$ cat src/include/cpu_defs_defs.svh
`ifndef CPU_DEFS_DEFS_SVH
`define CPU_DEFS_DEFS_SVH

`define CPU_DATA_W 8     // byte datapath
`define CPU_ADDR_W 16    // flat 64k address space
`define CPU_NREGS  8
`define CPU_QDEPTH 4     // prefetch bytes

// flag word layout
`define CPU_FS 3
`define CPU_FZ 2
`define CPU_FV 1
`define CPU_FC 0

`endif

$ cat src/source/cpu_pkg.sv
package cpu_pkg;

    typedef enum logic [2:0] {
        ALU_PASS,    // b straight through, flags untouched
        ALU_ADD,
        ALU_SUB,
        ALU_AND,
        ALU_OR
    } alu_op_e;

    // class of the first instruction byte
    typedef enum logic [2:0] {
        OP_NOP,
        OP_HALT,
        OP_LDI,      // LD r,#n
        OP_LDM,      // LD r,(addr16)
        OP_STM,      // LD (addr16),r
        OP_JPC,      // JP cc,addr16
        OP_PREFIX,   // register prefix, ALU op in second byte
        OP_OTHER
    } opcode_e;

    typedef enum logic [3:0] {
        CC_F, CC_LT, CC_LE, CC_ULE, CC_OV, CC_MI, CC_EQ, CC_C,
        CC_T, CC_GE, CC_GT, CC_UGT, CC_NOV, CC_PL, CC_NE, CC_NC
    } cond_e;

    typedef enum logic [2:0] {
        SEQ_DECODE,
        SEQ_EXEC2,   // register/flag write cycle
        SEQ_LD_MEM,
        SEQ_ST_MEM,
        SEQ_HALTED
    } seq_state_e;

endpackage

$ cat src/source/mem_req_if.sv
`timescale 1ns/1ps
`include "cpu_defs_defs.svh"

interface mem_req_if;
    logic                   req;
    logic                   we;
    logic [`CPU_ADDR_W-1:0] addr;
    logic [`CPU_DATA_W-1:0] wdata;
    logic [`CPU_DATA_W-1:0] rdata;
    logic                   done;    // single-cycle pulse, rdata valid with it

    modport requester (
        output req, we, addr, wdata,
        input  rdata, done
    );

    modport arbiter (
        input  req, we, addr, wdata,
        output rdata, done
    );
endinterface

$ cat src/source/alu_unit.sv
`timescale 1ns/1ps
`include "cpu_defs_defs.svh"

module alu_unit
    import cpu_pkg::*;
(
    input  alu_op_e                op,
    input  logic [`CPU_DATA_W-1:0] a,
    input  logic [`CPU_DATA_W-1:0] b,
    input  logic [3:0]             flags_in,
    output logic [`CPU_DATA_W-1:0] result,
    output logic [3:0]             flags_out
);
    localparam int MSB = `CPU_DATA_W - 1;

    logic [`CPU_DATA_W:0] sum;   // extra bit is carry/borrow
    logic                 ovf;

    always_comb begin
        ovf = 1'b0;
        case (op)
            ALU_ADD: begin
                sum = {1'b0, a} + {1'b0, b};
                ovf = (a[MSB] == b[MSB]) && (sum[MSB] != a[MSB]);
            end
            ALU_SUB: begin
                sum = {1'b0, a} - {1'b0, b};
                ovf = (a[MSB] != b[MSB]) && (sum[MSB] != a[MSB]);
            end
            ALU_AND: sum = {1'b0, a & b};
            ALU_OR:  sum = {1'b0, a | b};
            default: sum = {1'b0, b};   // pass
        endcase
        result    = sum[MSB:0];
        flags_out = flags_in;
        if (op != ALU_PASS) begin
            flags_out[`CPU_FS] = result[MSB];
            flags_out[`CPU_FZ] = (result == '0);
            flags_out[`CPU_FV] = ovf;
            flags_out[`CPU_FC] = sum[`CPU_DATA_W];
        end
    end
endmodule

$ cat src/source/reg_file.sv
`timescale 1ns/1ps
`include "cpu_defs_defs.svh"

module reg_file (
    input  logic                   clk,
    input  logic                   rst,
    input  logic [2:0]             rd_a,
    input  logic [2:0]             rd_b,
    input  logic [2:0]             wr_sel,
    input  logic [`CPU_DATA_W-1:0] wr_data,
    input  logic                   reg_we,
    input  logic                   flag_we,
    input  logic [3:0]             flags_new,
    output logic [`CPU_DATA_W-1:0] rd_a_data,
    output logic [`CPU_DATA_W-1:0] rd_b_data,
    output logic [3:0]             flags
);
    logic [`CPU_DATA_W-1:0] regs [`CPU_NREGS];

    always_ff @(posedge clk or posedge rst) begin
        if (rst) begin
            for (int i = 0; i < `CPU_NREGS; i++)
                regs[i] <= '0;
            flags <= '0;
        end else begin
            if (reg_we)
                regs[wr_sel] <= wr_data;
            if (flag_we)
                flags <= flags_new;
        end
    end

    assign rd_a_data = regs[rd_a];   // asynchronous read
    assign rd_b_data = regs[rd_b];
endmodule

$ cat src/source/fetch_queue.sv
`timescale 1ns/1ps
`include "cpu_defs_defs.svh"

module fetch_queue (
    input  logic                        clk,
    input  logic                        rst,
    mem_req_if.requester                mem,
    output logic [2:0][`CPU_DATA_W-1:0] q_bytes,
    output logic [2:0]                  q_count,
    input  logic [1:0]                  consume,
    input  logic                        flush,
    input  logic [`CPU_ADDR_W-1:0]      flush_addr
);
    logic [`CPU_DATA_W-1:0] q [`CPU_QDEPTH];
    logic [`CPU_ADDR_W-1:0] fetch_addr;   // next byte to request
    logic [`CPU_ADDR_W-1:0] next_addr;
    logic [`CPU_ADDR_W-1:0] req_addr;     // held on the bus until done
    logic                   req_q;
    logic                   discard;      // in-flight byte is from a flushed stream
    logic                   wr_byte;
    logic                   start;
    logic [2:0]             count_cons;
    logic [2:0]             count_next;

    assign wr_byte    = mem.done && !discard && !flush;
    assign count_cons = q_count - {1'b0, consume};
    assign count_next = flush ? 3'd0 : count_cons + {2'b00, wr_byte};
    assign next_addr  = flush ? flush_addr : fetch_addr;
    // one transfer outstanding at most, so count_next already holds its byte
    assign start      = (!req_q || mem.done) && (count_next < 3'(`CPU_QDEPTH));

    always_ff @(posedge clk or posedge rst) begin
        if (rst) begin
            q_count    <= '0;
            fetch_addr <= '0;
            req_addr   <= '0;
            req_q      <= 1'b0;
            discard    <= 1'b0;
        end else begin
            q_count <= count_next;
            if (start) begin
                req_q      <= 1'b1;
                req_addr   <= next_addr;
                fetch_addr <= next_addr + 1'b1;
            end else begin
                if (mem.done)
                    req_q <= 1'b0;
                if (flush)
                    fetch_addr <= flush_addr;
            end
            if (mem.done)
                discard <= 1'b0;
            else if (flush && req_q)
                discard <= 1'b1;   // let the old transfer finish on the bus
        end
    end

    // shift out consumed bytes, append at the new tail
    always_ff @(posedge clk) begin
        for (int i = 0; i < `CPU_QDEPTH; i++) begin
            if (i + consume < `CPU_QDEPTH)
                q[i] <= q[i + consume];
        end
        if (wr_byte)
            q[count_cons[1:0]] <= mem.rdata;
    end

    assign q_bytes   = {q[2], q[1], q[0]};
    assign mem.req   = req_q;
    assign mem.we    = 1'b0;   // read only
    assign mem.addr  = req_addr;
    assign mem.wdata = '0;
endmodule

$ cat src/source/load_store.sv
`timescale 1ns/1ps
`include "cpu_defs_defs.svh"

module load_store (
    input  logic                   clk,
    input  logic                   rst,
    input  logic                   start,
    input  logic                   we,
    input  logic [`CPU_ADDR_W-1:0] addr,
    input  logic [`CPU_DATA_W-1:0] wdata,
    output logic                   done,
    output logic [`CPU_DATA_W-1:0] rdata,
    mem_req_if.requester           mem
);
    logic                   req_q;
    logic                   we_q;
    logic [`CPU_ADDR_W-1:0] addr_q;
    logic [`CPU_DATA_W-1:0] wdata_q;

    always_ff @(posedge clk or posedge rst) begin
        if (rst) begin
            req_q <= 1'b0;
            done  <= 1'b0;
        end else begin
            done <= mem.done;   // rdata valid alongside
            if (start)
                req_q <= 1'b1;
            else if (mem.done)
                req_q <= 1'b0;
        end
    end

    always_ff @(posedge clk) begin
        if (start) begin
            we_q    <= we;
            addr_q  <= addr;
            wdata_q <= wdata;
        end
        if (mem.done && !we_q)
            rdata <= mem.rdata;
    end

    assign mem.req   = req_q;
    assign mem.we    = we_q;
    assign mem.addr  = addr_q;
    assign mem.wdata = wdata_q;
endmodule

$ cat src/source/decode_ctrl.sv
`timescale 1ns/1ps
`include "cpu_defs_defs.svh"

module decode_ctrl
    import cpu_pkg::*;
(
    input  logic                        clk,
    input  logic                        rst,
    input  logic [2:0][`CPU_DATA_W-1:0] q_bytes,
    input  logic [2:0]                  q_count,
    output logic [1:0]                  consume,
    output logic                        flush,
    output logic [`CPU_ADDR_W-1:0]      flush_addr,
    output logic [2:0]                  rd_a,
    output logic [2:0]                  rd_b,
    output logic [2:0]                  wr_sel,
    input  logic [`CPU_DATA_W-1:0]      rd_a_data,
    input  logic [`CPU_DATA_W-1:0]      rd_b_data,
    output alu_op_e                     alu_op,
    output logic                        alu_src_imm,
    output logic [`CPU_DATA_W-1:0]      imm,
    output logic                        reg_we,
    output logic                        flag_we,
    input  logic [3:0]                  flags,
    output logic                        ls_start,
    output logic                        ls_we,
    output logic [`CPU_ADDR_W-1:0]      ls_addr,
    input  logic                        ls_done,
    input  logic [`CPU_DATA_W-1:0]      ls_rdata,
    output logic                        halted
);
    seq_state_e             state;
    opcode_e                opc;
    alu_op_e                pfx_op;
    logic [1:0]             len;       // instruction length in bytes
    logic                   ready;
    logic                   taken;
    logic                   pfx_ok;
    logic                   reg_we_q;
    logic [`CPU_DATA_W-1:0] imm_q;

    function automatic logic cond_true(input cond_e cc, input logic [3:0] f);
        logic lt;
        logic base;
        lt = f[`CPU_FS] ^ f[`CPU_FV];
        case (cond_e'({1'b0, cc[2:0]}))
            CC_F:    base = 1'b0;
            CC_LT:   base = lt;
            CC_LE:   base = f[`CPU_FZ] | lt;
            CC_ULE:  base = f[`CPU_FZ] | f[`CPU_FC];
            CC_OV:   base = f[`CPU_FV];
            CC_MI:   base = f[`CPU_FS];
            CC_EQ:   base = f[`CPU_FZ];
            default: base = f[`CPU_FC];
        endcase
        return base ^ cc[3];   // upper eight invert the lower eight
    endfunction

    always_comb begin
        casez (q_bytes[0])
            8'h00:        opc = OP_NOP;
            8'h05:        opc = OP_HALT;
            8'b0010_0???: opc = OP_LDI;
            8'b0011_0???: opc = OP_LDM;
            8'b0100_0???: opc = OP_STM;
            8'b1101_????: opc = OP_JPC;
            8'b1100_1???: opc = OP_PREFIX;
            default:      opc = OP_OTHER;
        endcase
        case (opc)
            OP_LDI, OP_PREFIX:      len = 2'd2;
            OP_LDM, OP_STM, OP_JPC: len = 2'd3;
            default:                len = 2'd1;
        endcase
        case (q_bytes[1][6:5])
            2'd0:    pfx_op = ALU_ADD;
            2'd1:    pfx_op = ALU_SUB;
            2'd2:    pfx_op = ALU_AND;
            default: pfx_op = ALU_OR;
        endcase
    end

    assign pfx_ok     = q_bytes[1][7] && (q_bytes[1][4:3] == 2'b00);   // 80h/A0h/C0h/E0h + r
    assign taken      = cond_true(cond_e'(q_bytes[0][3:0]), flags);
    assign ready      = (state == SEQ_DECODE) && (q_count >= {1'b0, len});
    assign consume    = ready ? len : 2'd0;
    assign flush      = ready && (opc == OP_JPC) && taken;
    assign flush_addr = {q_bytes[2], q_bytes[1]};
    assign reg_we     = reg_we_q | ((state == SEQ_LD_MEM) && ls_done);

    // b operand: register, immediate, load data, or store data for load_store
    always_comb begin
        if (!alu_src_imm)
            imm = rd_b_data;
        else if (state == SEQ_LD_MEM)
            imm = ls_rdata;
        else if (state == SEQ_ST_MEM)
            imm = rd_a_data;
        else
            imm = imm_q;
    end

    always_ff @(posedge clk) begin
        if (ready) begin
            rd_a    <= q_bytes[0][2:0];   // R, or r of a store
            rd_b    <= q_bytes[1][2:0];
            wr_sel  <= q_bytes[0][2:0];
            imm_q   <= q_bytes[1];
            ls_addr <= {q_bytes[2], q_bytes[1]};
        end
    end

    always_ff @(posedge clk or posedge rst) begin
        if (rst) begin
            state       <= SEQ_DECODE;
            alu_op      <= ALU_PASS;
            alu_src_imm <= 1'b1;
            reg_we_q    <= 1'b0;
            flag_we     <= 1'b0;
            ls_start    <= 1'b0;
            ls_we       <= 1'b0;
            halted      <= 1'b0;
        end else begin
            reg_we_q <= 1'b0;
            flag_we  <= 1'b0;
            ls_start <= 1'b0;
            case (state)
                SEQ_DECODE: if (ready) begin
                    alu_op      <= (opc == OP_PREFIX) ? pfx_op : ALU_PASS;
                    alu_src_imm <= (opc != OP_PREFIX);
                    ls_we       <= (opc == OP_STM);
                    case (opc)
                        OP_HALT: state <= SEQ_HALTED;
                        OP_LDI: begin
                            reg_we_q <= 1'b1;
                            state    <= SEQ_EXEC2;
                        end
                        OP_PREFIX: if (pfx_ok) begin
                            reg_we_q <= 1'b1;
                            flag_we  <= 1'b1;
                            state    <= SEQ_EXEC2;
                        end
                        OP_LDM: begin
                            ls_start <= 1'b1;
                            state    <= SEQ_LD_MEM;
                        end
                        OP_STM: begin
                            ls_start <= 1'b1;
                            state    <= SEQ_ST_MEM;
                        end
                        default: ;   // NOP, untaken jump, unknown byte
                    endcase
                end
                SEQ_EXEC2: state <= SEQ_DECODE;
                SEQ_LD_MEM, SEQ_ST_MEM: if (ls_done) state <= SEQ_DECODE;
                default: begin
                    // full queue means no fetch left on the bus
                    if (q_count == 3'(`CPU_QDEPTH))
                        halted <= 1'b1;
                end
            endcase
        end
    end
endmodule

$ cat src/source/bus_arbiter.sv
`timescale 1ns/1ps
`include "cpu_defs_defs.svh"

module bus_arbiter (
    input  logic                   clk,
    input  logic                   rst,
    mem_req_if.arbiter             fetch,
    mem_req_if.arbiter             data,
    output logic                   psel,
    output logic                   penable,
    output logic                   pwrite,
    output logic [`CPU_ADDR_W-1:0] paddr,
    output logic [`CPU_DATA_W-1:0] pwdata,
    input  logic [`CPU_DATA_W-1:0] prdata,
    input  logic                   pready
);
    typedef enum logic [1:0] {
        PH_IDLE,
        PH_SETUP,
        PH_ACCESS
    } phase_e;

    phase_e phase;
    logic   own_data;   // owner of the running transfer
    logic   xfer_end;

    assign xfer_end = (phase == PH_ACCESS) && pready;

    always_ff @(posedge clk or posedge rst) begin
        if (rst) begin
            phase    <= PH_IDLE;
            own_data <= 1'b0;
        end else begin
            case (phase)
                PH_IDLE: if (data.req || fetch.req) begin
                    own_data <= data.req;   // data wins over fetch
                    phase    <= PH_SETUP;
                end
                PH_SETUP: phase <= PH_ACCESS;
                default: if (pready) phase <= PH_IDLE;   // wait states hold here
            endcase
        end
    end

    assign psel    = (phase != PH_IDLE);
    assign penable = (phase == PH_ACCESS);
    assign pwrite  = psel && (own_data ? data.we : fetch.we);
    assign paddr   = own_data ? data.addr : fetch.addr;
    assign pwdata  = own_data ? data.wdata : fetch.wdata;

    assign data.done   = xfer_end && own_data;
    assign fetch.done  = xfer_end && !own_data;
    assign data.rdata  = prdata;
    assign fetch.rdata = prdata;
endmodule

$ cat src/source/cpu_top.sv
`timescale 1ns/1ps
`include "cpu_defs_defs.svh"

module cpu_top
    import cpu_pkg::*;
(
    input  logic                   clk,
    input  logic                   rst,
    output logic                   psel,
    output logic                   penable,
    output logic                   pwrite,
    output logic [`CPU_ADDR_W-1:0] paddr,
    output logic [`CPU_DATA_W-1:0] pwdata,
    input  logic [`CPU_DATA_W-1:0] prdata,
    input  logic                   pready,
    output logic                   halted
);
    logic [2:0][`CPU_DATA_W-1:0] q_bytes;
    logic [2:0]                  q_count;
    logic [1:0]                  consume;
    logic                        flush;
    logic [`CPU_ADDR_W-1:0]      flush_addr;
    logic [2:0]                  rd_a;
    logic [2:0]                  rd_b;
    logic [2:0]                  wr_sel;
    logic [`CPU_DATA_W-1:0]      rd_a_data;
    logic [`CPU_DATA_W-1:0]      rd_b_data;
    alu_op_e                     alu_op;
    logic [`CPU_DATA_W-1:0]      operand_b;   // from decode mux
    logic [`CPU_DATA_W-1:0]      alu_result;
    logic                        reg_we;
    logic                        flag_we;
    logic [3:0]                  flags;
    logic [3:0]                  flags_new;
    logic                        ls_start;
    logic                        ls_we;
    logic [`CPU_ADDR_W-1:0]      ls_addr;
    logic                        ls_done;
    logic [`CPU_DATA_W-1:0]      ls_rdata;

    mem_req_if fetch_if ();
    mem_req_if data_if ();

    fetch_queue i_fetch_queue (
        .clk        (clk),
        .rst        (rst),
        .mem        (fetch_if.requester),
        .q_bytes    (q_bytes),
        .q_count    (q_count),
        .consume    (consume),
        .flush      (flush),
        .flush_addr (flush_addr)
    );

    decode_ctrl i_decode_ctrl (
        .clk         (clk),
        .rst         (rst),
        .q_bytes     (q_bytes),
        .q_count     (q_count),
        .consume     (consume),
        .flush       (flush),
        .flush_addr  (flush_addr),
        .rd_a        (rd_a),
        .rd_b        (rd_b),
        .wr_sel      (wr_sel),
        .rd_a_data   (rd_a_data),
        .rd_b_data   (rd_b_data),
        .alu_op      (alu_op),
        .alu_src_imm (),
        .imm         (operand_b),
        .reg_we      (reg_we),
        .flag_we     (flag_we),
        .flags       (flags),
        .ls_start    (ls_start),
        .ls_we       (ls_we),
        .ls_addr     (ls_addr),
        .ls_done     (ls_done),
        .ls_rdata    (ls_rdata),
        .halted      (halted)
    );

    reg_file i_reg_file (
        .clk       (clk),
        .rst       (rst),
        .rd_a      (rd_a),
        .rd_b      (rd_b),
        .wr_sel    (wr_sel),
        .wr_data   (alu_result),
        .reg_we    (reg_we),
        .flag_we   (flag_we),
        .flags_new (flags_new),
        .rd_a_data (rd_a_data),
        .rd_b_data (rd_b_data),
        .flags     (flags)
    );

    alu_unit i_alu_unit (
        .op        (alu_op),
        .a         (rd_a_data),
        .b         (operand_b),
        .flags_in  (flags),
        .result    (alu_result),
        .flags_out (flags_new)
    );

    // store data arrives through the decode operand mux
    load_store i_load_store (
        .clk   (clk),
        .rst   (rst),
        .start (ls_start),
        .we    (ls_we),
        .addr  (ls_addr),
        .wdata (operand_b),
        .done  (ls_done),
        .rdata (ls_rdata),
        .mem   (data_if.requester)
    );

    bus_arbiter i_bus_arbiter (
        .clk     (clk),
        .rst     (rst),
        .fetch   (fetch_if.arbiter),
        .data    (data_if.arbiter),
        .psel    (psel),
        .penable (penable),
        .pwrite  (pwrite),
        .paddr   (paddr),
        .pwdata  (pwdata),
        .prdata  (prdata),
        .pready  (pready)
    );
endmodule

$ cat config.mk
export PLATFORM = sky130hd
export DESIGN_NAME = cpu_top
export DESIGN_NICKNAME = d
export VERILOG_FILES = /design/src/source/cpu_pkg.sv /design/src/source/mem_req_if.sv /design/src/source/alu_unit.sv /design/src/source/reg_file.sv /design/src/source/fetch_queue.sv /design/src/source/load_store.sv /design/src/source/decode_ctrl.sv /design/src/source/bus_arbiter.sv /design/src/source/cpu_top.sv
export VERILOG_INCLUDE_DIRS = /design/src /design/src/include
export SDC_FILE = /design/constraint.sdc
export NUM_CORES = 1
export LEC_CHECK = 0
export BUFFER_PORTS_ARGS = -buffer_cell sky130_fd_sc_hd__buf_2
export CELL_PAD_IN_SITES_DETAIL_PLACEMENT = 1
export CELL_PAD_IN_SITES_GLOBAL_PLACEMENT = 1
export CORE_MARGIN = 2
export CORE_UTILIZATION = 36
export CTS_CLUSTER_DIAMETER = 120
export DETAILED_ROUTE_END_ITERATION = 10
export GPL_TIMING_DRIVEN = 0
export PLACE_DENSITY_LB_ADDON = 0.1
export SYNTH_ARGS = -nofsm -noshare
export SYNTH_HDL_FRONTEND = slang
export SYNTH_HIERARCHICAL = 1
export SYNTH_SLANG_ARGS = --single-unit
export TNS_END_PERCENT = 1
$ cat constraint.sdc
create_clock -name clk -period 5.1 [get_ports clk]
set_input_delay 0.51 -clock clk [delete_from_list [all_inputs] [get_ports clk]]
set_output_delay 0.51 -clock clk [all_outputs]
set_load 0.005 [all_outputs]
==> results.md, run 1 <==
* WS Path Type: reg -> reg
* Xor-xnor portion of the synthesized cell area at 0.01776
* Synth Area in Compound Gates at 0.09263
* Mapped Area at 12680 um^2
* # fillers at 3673
* Yosys top cell by area: dfrtp_1
* H-tree levels at 1
* DIE WIDTH at 191.7 um
* Final min period at 4859 ps
* Grt met1 use at 0.2877
* P per Cell Area at 667.9 nW/um^2
* GRT Util Overall at 0.2016
* Top cells by count, synth: dfrtp_1, mux2_2, edfxtp_1
* Placed Cells at 1547
* Synth Area in Adders at 0.03926
* Yosys reg bits at 206
* Met2 Use GR at 0.3310
* Startpoint Class: flip-flop
* Pleak at 6.085 nW
* Clk sinks at 206
* Layout Nets at 1171
* GRT overflow at 0
* Largest family of logic cells by synthesized area: multiplexers
* R2r startpoint: i_decode_ctrl/wr_sel[2]
* Avg Inst Size Synth at 12.06 um^2
* Top-count cell post-synth: dfrtp_1
* Crit-path max cell delay at 610 ps
* Worst-margin pin slew at 1244 ps
* Largest net degree at the start of global routing at 68
* Root Driver: clkbuf_16
* # IOs at 39
* Ys async rst share at 0.5922
* Arr. time, crit path at 5280 ps
* Busiest grt layer: met2
* Synth top area cells: dfrtp_1, edfxtp_1, mux2_2
* Synth warnings at 6
* Post-Synth Simple-Gate Area at 0.09135
* Synthesis-to-layout area growth at 13.08%
* Main synth FF type: dfrtp_1
* Core area at 34630 um^2
* Cell area after layout at 14340 um^2
* Number of enable flip-flop cells after synthesis at 76
* Number of global-route vias before repair at 8834
* Fin Clk Skew at 21.57 ps
* Slowest cell on the critical path: a21oi_1
* Final core occ at 0.4142
* Synth unique cells at 85
* Avg Vias per Cell at 5.412
* Max Cap Viol at 0
* DR iter-0 viols at 495
* Final setup fails at 0
* Mux cell area share after synthesis at 0.2534
* Initial antenna violation count at 1
* Period utilization at 0.9528
* Hold path cells at 1
* Multi-input gate area at 6345 um^2
* Die area at 36750 um^2
* IO buf count at 30
* Hold slack at 155.7 ps
* Crit-path most repeated cell: mux2_2
* Dpl hpwl at 26790 um
* Max IR drop VDD at 0.2809 mV
* M3 GR Usage at 0.02814
* First-pass GRT wire length at 55640 um
* Worst r2r dst: i_reg_file/flags[2]
* Starting Density at 0.3663
* Detail Route Antenna Nets at 0
* Clk_lat worst skew at 530 ps
* Pins Over Slew Limit at 0
* Status: finished, final reports clean
* Clock transition at the registers of the reported paths at 60 ps
* Sequential cell area at 5497 um^2
* Share of layout cells above drive strength 1 at 0.2945
* Vias at 8637
* Flop-to-flop setup slack at 240 ps
* DRC viols at 0
* Rows at 68
* Cell Count, Final, Fillers Out at 1596
* Crit-path cells: buf_4 > mux4_1 > mux2_2 > mux2i_1 > nand2_1 > o211ai_1 > o21ai_1 > ha_1 > fa_1 > xor2_1 > mux4_2 > nor2_1 > a21oi_1 > nor3_1 > o2111ai_1 > o31ai_2 > mux2_2
* Register area share after synthesis at 0.4334
* Die Y at 191.7 um
* Fin. Hold Viols at 0
* Share of Yosys cell area claimed by the top area cell type at 0.2387
* Antenna diodes at 0
* CTS Buf Count at 25
* Worst setup endpoint: i_reg_file/flags[2]
* Max FO, Critical Path at 9
* CP startpoint: i_decode_ctrl/wr_sel[2]
* Overall routed net length at 36870 um
* Reg2Reg Depth at 17
* Area post-placement at 13470 um^2
* Maximum clock frequency at 205.8 MHz
* Crit path capture type: flip-flop
* Post-Syn Instances at 1052
* Avg WL per Cell at 23.10 um
* Worst Hold Class: in -> reg
* Sum of negative setup slack at 0 ps
* Slew HR at 0.1707
* Clk buf depth at 3
* Final GP Congestion at 0.8521
* RSZ-0062 raised after global routing: true
* CTS tree: done
* Critical Path RT at 5520 ps
* TritonRoute pass-1 iters at 6
-- kinds of logic after synthesis --
logic type      count (synthesis)
flops                         206
other cells                     1
buf+inv                       163
xor+xnor                       24
mux                           225
fa+ha+maj                      38
compound gates                183
simple gates                  212
-- cell type report --
cell class | instances | share of cell area
Clock inverter | 10 | 0.006805
Multi-Input combinational cell | 691 | 0.4424
Clock buffer | 36 | 0.04798
Sequential cell | 206 | 0.3832
Buffer | 103 | 0.04885
Timing Repair Buffer | 37 | 0.01570
Inverter | 58 | 0.01535
Tap cell | 455 | 0.03969
-- worst min path at each step --
stage	start	end	slack [ps]
floorplan	rst	i_load_store/done	250
global placement	i_decode_ctrl/ls_addr[11]	i_load_store/mem.addr[11]	400
detailed placement	i_decode_ctrl/ls_addr[9]	i_load_store/mem.addr[9]	410
CTS	prdata[2]	i_load_store/rdata[2]	130
global route	prdata[0]	i_load_store/rdata[0]	140
finish	prdata[2]	i_load_store/rdata[2]	160
-- through the flow --
stage	total power, mW	setup WS, ps
finish	9.579	240.8
global route	10.24	-45.83
CTS	9.622	2.857
detailed placement	7.828	-709.8
global placement	7.724	-679.6
floorplan	6.213	875.7
-- state kept, by name, summed over array words and instances, names as in the netlist, 2 cells and up --
register / cells
i_fetch_queue/mem.addr: 16
i_decode_ctrl/ls_addr: 14
i_fetch_queue/q: 32
i_fetch_queue/fetch_addr: 16
i_decode_ctrl/state: 3
i_decode_ctrl/wr_sel: 3
i_load_store/rdata: 8
i_decode_ctrl/alu_op: 3
i_load_store/mem.addr: 16
i_load_store/mem.wdata: 8
i_bus_arbiter/phase: 2
i_decode_ctrl/rd_b: 2
i_fetch_queue/q_count: 3
i_reg_file/flags: 4
i_reg_file/regs: 64
-- per-layer routing --
metal	vias to the layer above	part of all wire
li1	4011	-
met5	-	0
met4	0	0.014
met3	33	0.034
met2	123	0.46
met1	4470	0.49
-- critical path, delay by kind of cell, from the launching register on --
kind                     cells  cell delay (ps)
AND/OR/NAND/NOR              3              220
AO/OA/AOI/OAI                5             1210
XOR/XNOR                     1              190
adder cells (fa/ha/maj)      2              800
multiplexers                 5             1580
buffers and inverters        1              210
flip-flops                   1              530
-- repair_timing --
action                                  CTS  global route
hold buffers                              1             0
endpoints found under the setup margin   75            50
setup buffers                             0             4
endpoints found under the hold margin     6             0
resized for setup                        13            10
pin swaps                                 0             1
-- where the power goes --
part,switching (mW),internal [mW]
combinational,2.70,2.14
sequential,0.571,2.44
clock,0.696,1.03
-- placed cells by master, fill, tap and decap left out, types with 10 or more instances in the layout --
cell       instances
mux2_2           119
nor2_1            39
mux2i_1           41
o21ai_0           54
mux2_4            16
nand2_1           68
clkbuf_16         26
edfxtp_1          76
ha_1              35
dfrtp_1          121
mux4_1            32
xnor2_1           10
buf_4             58
nor2b_1           16
buf_2             54
nand3_1           14
a21oi_1           38
xor2_1            13
clkbuf_1          21
o211ai_1          13
inv_1             56
mux4_2            17
No activity file was read; power rests on OpenSTA's default activity.
==> inputs of run 2 (changes only) <==
--- a/config.mk
+++ b/config.mk
@@ -9,7 +9,6 @@
 export BUFFER_PORTS_ARGS = -buffer_cell sky130_fd_sc_hd__buf_2
 export CELL_PAD_IN_SITES_DETAIL_PLACEMENT = 1
 export CELL_PAD_IN_SITES_GLOBAL_PLACEMENT = 1
-export CORE_MARGIN = 2
 export CORE_UTILIZATION = 36
 export CTS_CLUSTER_DIAMETER = 120
 export DETAILED_ROUTE_END_ITERATION = 10
==> constraint.sdc (replaced) <==
create_clock -name clk -period 5.8 [get_ports clk]
set_input_delay 0.58 -clock clk [delete_from_list [all_inputs] [get_ports clk]]
set_output_delay 0.58 -clock clk [all_outputs]
set_load 0.005 [all_outputs]
==> run 2 against run 1 <==
  * Global-route usage is 1.0 points higher
  * Via count shrank 0.13%
  * Non-clock buffer count decreased by 1
  * Die area fell by 2.1%
  * Hold slack improved by 69 ps
  * Highest routed layer unchanged
  * Critical endpoint is now i_reg_file/flags[3]
==> results.md, run 2 (synthesis results as in run 1) <==
* Largest register FFs at 64 (unchanged)
* CTS Buf Count at 26 (+4.0%)
* Final setup fails at 0 (unchanged)
* DR iter-0 viols at 543 (+9.7%)
* # fillers at 3657 (-0.44%)
* R2r startpoint: i_decode_ctrl/ls_addr[2]
* Switching share of power at 0.4084 (-0.006021)
* Rows at 68 (unchanged)
* Largest regs: i_reg_file/regs: 64 flops, i_fetch_queue/q: 32 flops
* Max Cap Viol at 0 (unchanged)
* Pins Over Slew Limit at 0 (unchanged)
* WS Path Type: reg -> reg
* Clock transition at the registers of the reported paths at 60 ps (about the same)
* Proportion of power drawn by combinational gates at 0.492 (-0.013)
* Clk sinks at 206 (unchanged)
* NetSw at 3.497 mW (-12%)
* Period utilization at 0.9477 (-0.005076)
* First-pass GRT wire length at 57320 um (+3.0%)
* Maximum clock frequency at 181.9 MHz (-12%)
* Int Power at 5.066 mW (-9.7%)
* Worst r2r dst: i_reg_file/flags[3]
* Clk_lat worst skew at 540 ps (about the same)
* Synthesis-to-layout area growth at 13.59%
* Postcts setup bufs at 0 (unchanged)
* Number of global-route vias before repair at 9028 (+2.2%)
* Largest Register: i_reg_file/regs
* Die area at 35990 um^2 (-2.1%)
* Starting Density at 0.3663 (unchanged)
* Max FO, Critical Path at 10 (+1)
* H-tree levels at 1 (unchanged)
* Clock power frac at 0.200 (+0.019)
* Final GP Congestion at 0.8646 (+1.5%)
* Flop pwr share at 0.308 (-0.006)
* DIE WIDTH at 189.7 um (-1.0%)
* Layout Nets at 1171 (unchanged)
* Overall routed net length at 37250 um (+1.0%)
* Avg WL per Cell at 23.32 um (+0.96%)
* Cell Count, Final, Fillers Out at 1597 (+0.063%)
* Antenna diodes at 0 (unchanged)
* Final core occ at 0.4161 (+0.001878)
* TritonRoute pass-1 iters at 4 (-2)
* Fin. Hold Viols at 0 (unchanged)
* Core area at 34630 um^2 (unchanged)
* DRC viols at 0 (unchanged)
* Arr. time, crit path at 5920 ps (+640 ps)
* Fin Clk Skew at 21.54 ps (-0.02880 ps)
* Dpl hpwl at 27000 um (+0.78%)
* Final min period at 5497 ps (+637.5 ps)
* Pleak at 6.130 nW (+0.75%)
* Largest net degree at the start of global routing at 68 (unchanged)
* Critical Path RT at 6230 ps (+710 ps)
* Flop-to-flop setup slack at 300 ps (+60 ps)
* Crit path capture type: flip-flop
* Die Y at 189.7 um (-1.0%)
* P per Cell Area at 594.4 nW/um^2 (-11%)
* Hold path cells at 1 (unchanged)
* Initial antenna violation count at 1 (unchanged)
* Hold Path Sink: i_load_store/rdata[3]
* RSZ-0062 raised after global routing: false
* Placed Cells at 1548 (+0.065%)
* Worst-margin pin slew at 1255 ps (+11.18 ps)
* Multi-input gate area at 6310 um^2 (-0.55%)
* # IOs at 39 (unchanged)
* Max IR drop VDD at 0.3502 mV (+25%)
* Slew HR at 0.1632 (-0.007457)
* Most frequent cells in the layout: dfrtp_1, mux2_2, edfxtp_1
* Status: finished, final reports clean
* Root Driver: clkbuf_16
* CTS tree: done
* GRT overflow at 0 (unchanged)
* Detail Route Antenna Nets at 0 (unchanged)
* Share of layout cells above drive strength 1 at 0.2951 (+0.0006178)
* Worst Hold Class: in -> reg
* Sequential cell area at 5497 um^2 (unchanged)
* Startpoint Class: flip-flop
* GRT Util Overall at 0.2118 (+0.01016)
* Sum of negative setup slack at 0 ps (unchanged)
* Clk buf depth at 3 (unchanged)
* Commonest non-fill, non-tap cell in the layout: dfrtp_1
* Hold wc startpoint: prdata[3]
* Vias at 8626 (-0.13%)
* IO buf count at 30 (unchanged)
* Reg2Reg Depth at 18 (+1)
* Avg Vias per Cell at 5.401 (-0.19%)
run 2: cell count changes in the layout (fill, tap and decap cells not counted), moves of 2 or more:
cell | previous run | this run
buf_4 | 58 | 53
nor3_1 | 7 | 9
o21ai_1 | 9 | 4
bufinv_16 | 2 | 4
o21ai_4 | 2 | 0
o21ai_0 | 54 | 60
nor3_2 | 2 | 0
clkbuf_8 | 0 | 4
clkbuf_4 | 2 | 0
buf_2 | 54 | 57
clkinv_1 | 5 | 1
clkbuf_2 | 2 | 0
clkinv_2 | 2 | 6
run 2: critical path: stages, from the launching register on:
cell and delay, ps:
edfxtp_1 440, buf_4 140, clkbuf_1 470, buf_2 400, mux4_1 260, mux2_2 170
inv_1 30, o21ai_0 690, inv_1 160, ha_1 320, buf_4 150, a21oi_1 100
a211oi_1 460, a2111oi_0 190, or3b_1 420, mux2i_1 200, o21ai_2 210, mux2_2 320
mux2_2 260
run 2: what timing repair did:
action	4_1_cts	5_1_grt
hold endpoints to repair	6	0
hold buffers	1	0
setup endpoints to repair	0	7
gates resized for setup	0	2
run 2: area by class of cell:
type / count / area share
inverters: 58 / 0.01528
well taps: 455 / 0.03951
clock inverters: 13 / 0.01172
flip-flops and latches: 206 / 0.3815
plain buffers: 105 / 0.04820
repair buffers: 34 / 0.01407
clock buffers: 35 / 0.05176
multi-input cells: 691 / 0.4379
run 2: routing by layer:
metal | track usage | part of all wire | vias up
met1 | 0.3021 | 0.48 | 4451
met3 | 0.02583 | 0.033 | 37
met5 | 0 | 0 | -
met2 | 0.3470 | 0.47 | 120
met4 | 0.03846 | 0.013 | 0
li1 | - | - | 4018
run 2: stage by stage:
stage	hold slack (ps)	total power, mW	worst slack [ps]	instance area (um^2)
6_report	224.9	8.564	303.3	14410
5_1_grt	205.2	9.157	0.4903	14410
4_1_cts	196.3	8.662	112.8	14400
3_5_place_dp	405.6	6.902	129.9	13480
3_3_place_gp	401.3	6.796	155.1	13430
2_1_floorplan	321.2	5.463	1576	12710
run 2: power by group through the flow:
stage	clock network [mW]	registers, mW	logic [mW]
global route	1.82	2.70	4.64
finish	1.71	2.64	4.22
detailed placement	0	2.66	4.24
floorplan	0	2.39	3.07
global placement	0	2.65	4.15
CTS	1.76	2.64	4.26
run 2: how the worst max path moves through the flow:
stage	cells after the start	from	endpoint	slack (ps)
3_3_place_gp	17	i_decode_ctrl/ls_addr[2]	i_reg_file/flags[2]	160
3_5_place_dp	17	i_decode_ctrl/ls_addr[2]	i_reg_file/flags[2]	130
4_1_cts	17	i_decode_ctrl/ls_addr[2]	i_reg_file/flags[2]	110
2_1_floorplan	19	i_fetch_queue/q[0][7]	i_fetch_queue/fetch_addr[5]	1580
6_report	18	i_decode_ctrl/ls_addr[2]	i_reg_file/flags[3]	300
5_1_grt	18	i_decode_ctrl/ls_addr[2]	i_reg_file/flags[3]	0.5
==> inputs of run 3 (changes only) <==
--- a/config.mk
+++ b/config.mk
@@ -6,6 +6,7 @@
 export SDC_FILE = /design/constraint.sdc
 export NUM_CORES = 1
 export LEC_CHECK = 0
+export ABC_AREA = 1
 export BUFFER_PORTS_ARGS = -buffer_cell sky130_fd_sc_hd__buf_2
 export CELL_PAD_IN_SITES_DETAIL_PLACEMENT = 1
 export CELL_PAD_IN_SITES_GLOBAL_PLACEMENT = 1
==> run 3 against run 2 <==
  * Die area rose by 3.4%
  * Synthesized cell count rose by 69%
  * Wire length rose by 20%
  * Combinational power fell by 27%
  * Via count rose by 33%
==> results.md, run 3 <==
* Arr. time, crit path at 5780 ps (-140 ps)
* Max Used Layer: met4
* Final GP Congestion at 0.9334 (+8.0%)
* Switching share of power at 0.4472 (+0.03878)
* Startpoint Class: flip-flop
* Clk sinks at 206 (unchanged)
* GRT overflow at 0 (unchanged)
* Largest register FFs at 64 (unchanged)
* Wl on met1 at 20300 um (+14%)
* First-pass GRT wire length at 68870 um (+20%)
* Max IR drop VDD at 0.2397 mV (-32%)
* Cell Count, Final, Fillers Out at 2325 (+46%)
* Antenna diodes at 0 (unchanged)
* Number of enable flip-flop cells after synthesis at 76 (unchanged)
* Avg Vias per Cell at 4.939 (-8.6%)
* RSZ-0062 raised after global routing: true
* Synth top area cells: dfrtp_1, nand2_1, edfxtp_1
* Fin. Hold Viols at 0 (unchanged)
* Buf/Inv on CP at 8 (+2)
* Max Cap Viol at 0 (unchanged)
* WS Path Type: reg -> reg
* Top delay family on crit path: buffers and inverters
* H-tree levels at 1 (unchanged)
* Overall routed net length at 44670 um (+20%)
* # IOs at 39 (unchanged)
* TritonRoute pass-1 iters at 5 (+1)
* Share of Yosys cell area claimed by the top area cell type at 0.2308 (-0.007946)
* Cell area after layout at 14790 um^2 (+2.6%)
* Final core occ at 0.4137 (-0.002355)
* Placed Cells at 2276 (+47%)
* Area post-placement at 13910 um^2 (+3.2%)
* Die area at 37210 um^2 (+3.4%)
* Critical Path RT at 6100 ps (-130 ps)
* Detail Route Antenna Nets at 0 (unchanged)
* Commonest non-fill, non-tap cell in the layout: nand2_1
* Top-count cell post-synth: nand2_1
* Clock power frac at 0.238 (+0.038)
* Die Y at 192.9 um (+1.7%)
* Period utilization at 0.9440 (-0.003677)
* CTS Buf Count at 26 (unchanged)
* Sum of negative setup slack at 0 ps (unchanged)
* DR iter-0 viols at 496 (-8.7%)
* Clk buf depth at 3 (unchanged)
* Yosys reg bits at 206 (unchanged)
* Crit-path cells: inv_2 > nor2_2 > nand3_2 > nand2_1 > inv_2 > nand2_4 > nand2_1 > ha_1 > o21ai_0 > nand2_1 > inv_1 > nor2_4 > inv_1 > nor2_1 > buf_2 > clkinv_1 > clkbuf_1 > ha_1 > clkbuf_1 > o211ai_1 > o21ai_0 > o21ai_0
* Multi-input gate area at 5971 um^2 (-5.4%)
* Largest regs: i_reg_file/regs: 64 flops, i_fetch_queue/q: 32 flops
* Synthesis-to-layout area growth at 12.70%
* Final min period at 5475 ps (-21.33 ps)
* Dpl hpwl at 34310 um (+27%)
* Number of global-route vias before repair at 11960 (+32%)
* Flop pwr share at 0.318 (+0.010)
* Vias at 11480 (+33%)
* # fillers at 4510 (+23%)
* Final setup fails at 0 (unchanged)
* Hold slack at 189.1 ps (-35.82 ps)
* Setup slack at placement at 215.5 ps (+85.56 ps)
* Proportion of power drawn by combinational gates at 0.445 (-0.047)
* Pins Over Slew Limit at 0 (unchanged)
* Crit path capture type: flip-flop
* Met2 wire length at 21640 um (+22%)
* CTS tree: done
* P per Cell Area at 466.7 nW/um^2 (-21%)
* Worst-margin pin slew at 1233 ps (-21.93 ps)
* Largest net degree at the start of global routing at 69 (+1.5%)
* IO buf count at 30 (unchanged)
* Sequential cell area at 5497 um^2 (unchanged)
* Layout Nets at 1893 (+62%)
* Max FO, Critical Path at 24 (+14)
* Yosys top cell by area: dfrtp_1
* Avg WL per Cell at 19.21 um (-18%)
* Core area at 35740 um^2 (+3.2%)
* Slowest cell on the critical path: nor2_4
* Clock transition at the registers of the reported paths at 60 ps (about the same)
* Maximum clock frequency at 182.6 MHz (+0.39%)
* Slew HR at 0.1779 (+0.01462)
* Fin Clk Skew at 19.43 ps (-2.105 ps)
* Int Power at 3.815 mW (-25%)
* Largest Register: i_reg_file/regs
* Top cells by count, synth: nand2_1, inv_1, o21ai_0
* Total Power at 6.901 mW (-19%)
* Register area share after synthesis at 0.4189 (-0.01442)
* Worst Hold Class: in -> reg
* Synth warnings at 6 (unchanged)
* NetSw at 3.086 mW (-12%)
* Final WS setup at 324.7 ps (+21.33 ps)
* DIE WIDTH at 192.9 um (+1.7%)
* Ys async rst share at 0.5922 (unchanged)
* Postcts setup bufs at 0 (unchanged)
* Clk_lat worst skew at 570 ps (+30 ps)
* Most frequent cells in the layout: nand2_1, inv_1, o21ai_0
* Root Driver: clkbuf_16
* Synth unique cells at 54 (-36%)
* Rows at 69 (+1.5%)
* Main synth FF type: dfrtp_1
* Mapped Area at 13120 um^2 (+3.4%)
* Avg Inst Size Synth at 7.387 um^2 (-39%)
* Post-Syn Instances at 1776 (+69%)
* Status: finished, final reports clean
* DRC viols at 0 (unchanged)
* GRT Util Overall at 0.2466 (+0.03485)
* Routed met3 length at 1290 um (+5.7%)
* Initial antenna violation count at 0 (-1)
* Starting Density at 0.3671 (+0.0008057)
* Share of layout cells above drive strength 1 at 0.1443 (-0.1508)
* Crit-path max cell delay at 650 ps (-40 ps)
* Pleak at 7.222 nW (+18%)
-- run 3: cell count changes in the layout (fill, tap and decap cells not counted), moves of 17 or more --
cell | before | now
nand2_2 | 0 | 22
inv_1 | 56 | 228
nand3_1 | 14 | 118
mux2_2 | 119 | 12
nor2_1 | 39 | 75
o21ai_0 | 60 | 182
mux4_2 | 17 | 0
nand2_1 | 69 | 619
mux4_1 | 32 | 0
mux2i_1 | 41 | 0
-- run 3: area by class of cell --
class,instances,share of cell area
Multi-Input combinational cell,1219,0.4038
Sequential cell,206,0.3717
Inverter,248,0.06372
Buffer,111,0.05035
Clock buffer,36,0.04857
Tap cell,461,0.03901
Timing Repair Buffer,32,0.01269
Clock inverter,12,0.01015
-- run 3: final timing paths --
kind	start	end	slack, ps	cells after the start
setup reg to reg	i_fetch_queue/q[0][6]	i_fetch_queue/q[3][4]	320	22
setup / recovery	i_fetch_queue/q[0][6]	i_fetch_queue/q[3][4]	320	22
max in group asynchronous	rst	i_fetch_queue/q_count[2]	4430	3
hold reg to reg	i_decode_ctrl/ls_addr[14]	i_load_store/mem.addr[14]	420	0
hold / removal	prdata[3]	i_load_store/rdata[3]	190	1
min in group asynchronous	rst	i_load_store/mem.req	520	3
-- run 3: timing repair --
item,CTS,global route
gates resized for setup,0,3
endpoints found under the setup margin,0,23
hold buffers,1,0
endpoints found under the hold margin,5,0
-- run 3: power by group through the flow --
stage | clock, mW | sequential, mW | combinational [mW]
finish | 1.64 | 2.19 | 3.07
floorplan | 0 | 2.08 | 2.10
detailed placement | 0 | 2.23 | 3.06
global route | 1.74 | 2.23 | 3.47
global placement | 0 | 2.22 | 2.97
CTS | 1.69 | 2.20 | 3.08
-- run 3: worst reg2reg max path, delay by kind of cell, from the launching register on --
kind | cells | cell delay (ps)
buffers and inverters | 8 | 1790
DFF | 1 | 410
adders and majority gates | 2 | 700
AOI/OAI and AO/OA | 4 | 540
and+or+nand+nor | 8 | 1780
-- run 3: routing by layer --
| metal | vias up | track usage |
|---|---|---|
| met3 | 73 | 0.02928 |
| li1 | 5697 | - |
| met1 | 5554 | 0.3183 |
| met4 | 0 | 0.07843 |
| met5 | - | 0 |
| met2 | 160 | 0.4278 |
-- run 3: cells by family after synthesis --
kind of cell | after synthesis | synth area share
AND/OR/NAND/NOR | 902 | 0.2981
buffers and inverters | 359 | 0.1283
AO/OA/AOI/OAI | 249 | 0.1001
flip-flops | 206 | 0.4189
adder cells (fa/ha/maj) | 38 | 0.03796
multiplexers | 12 | 0.01030
XOR/XNOR | 9 | 0.006008
other | 1 | 0.0002858
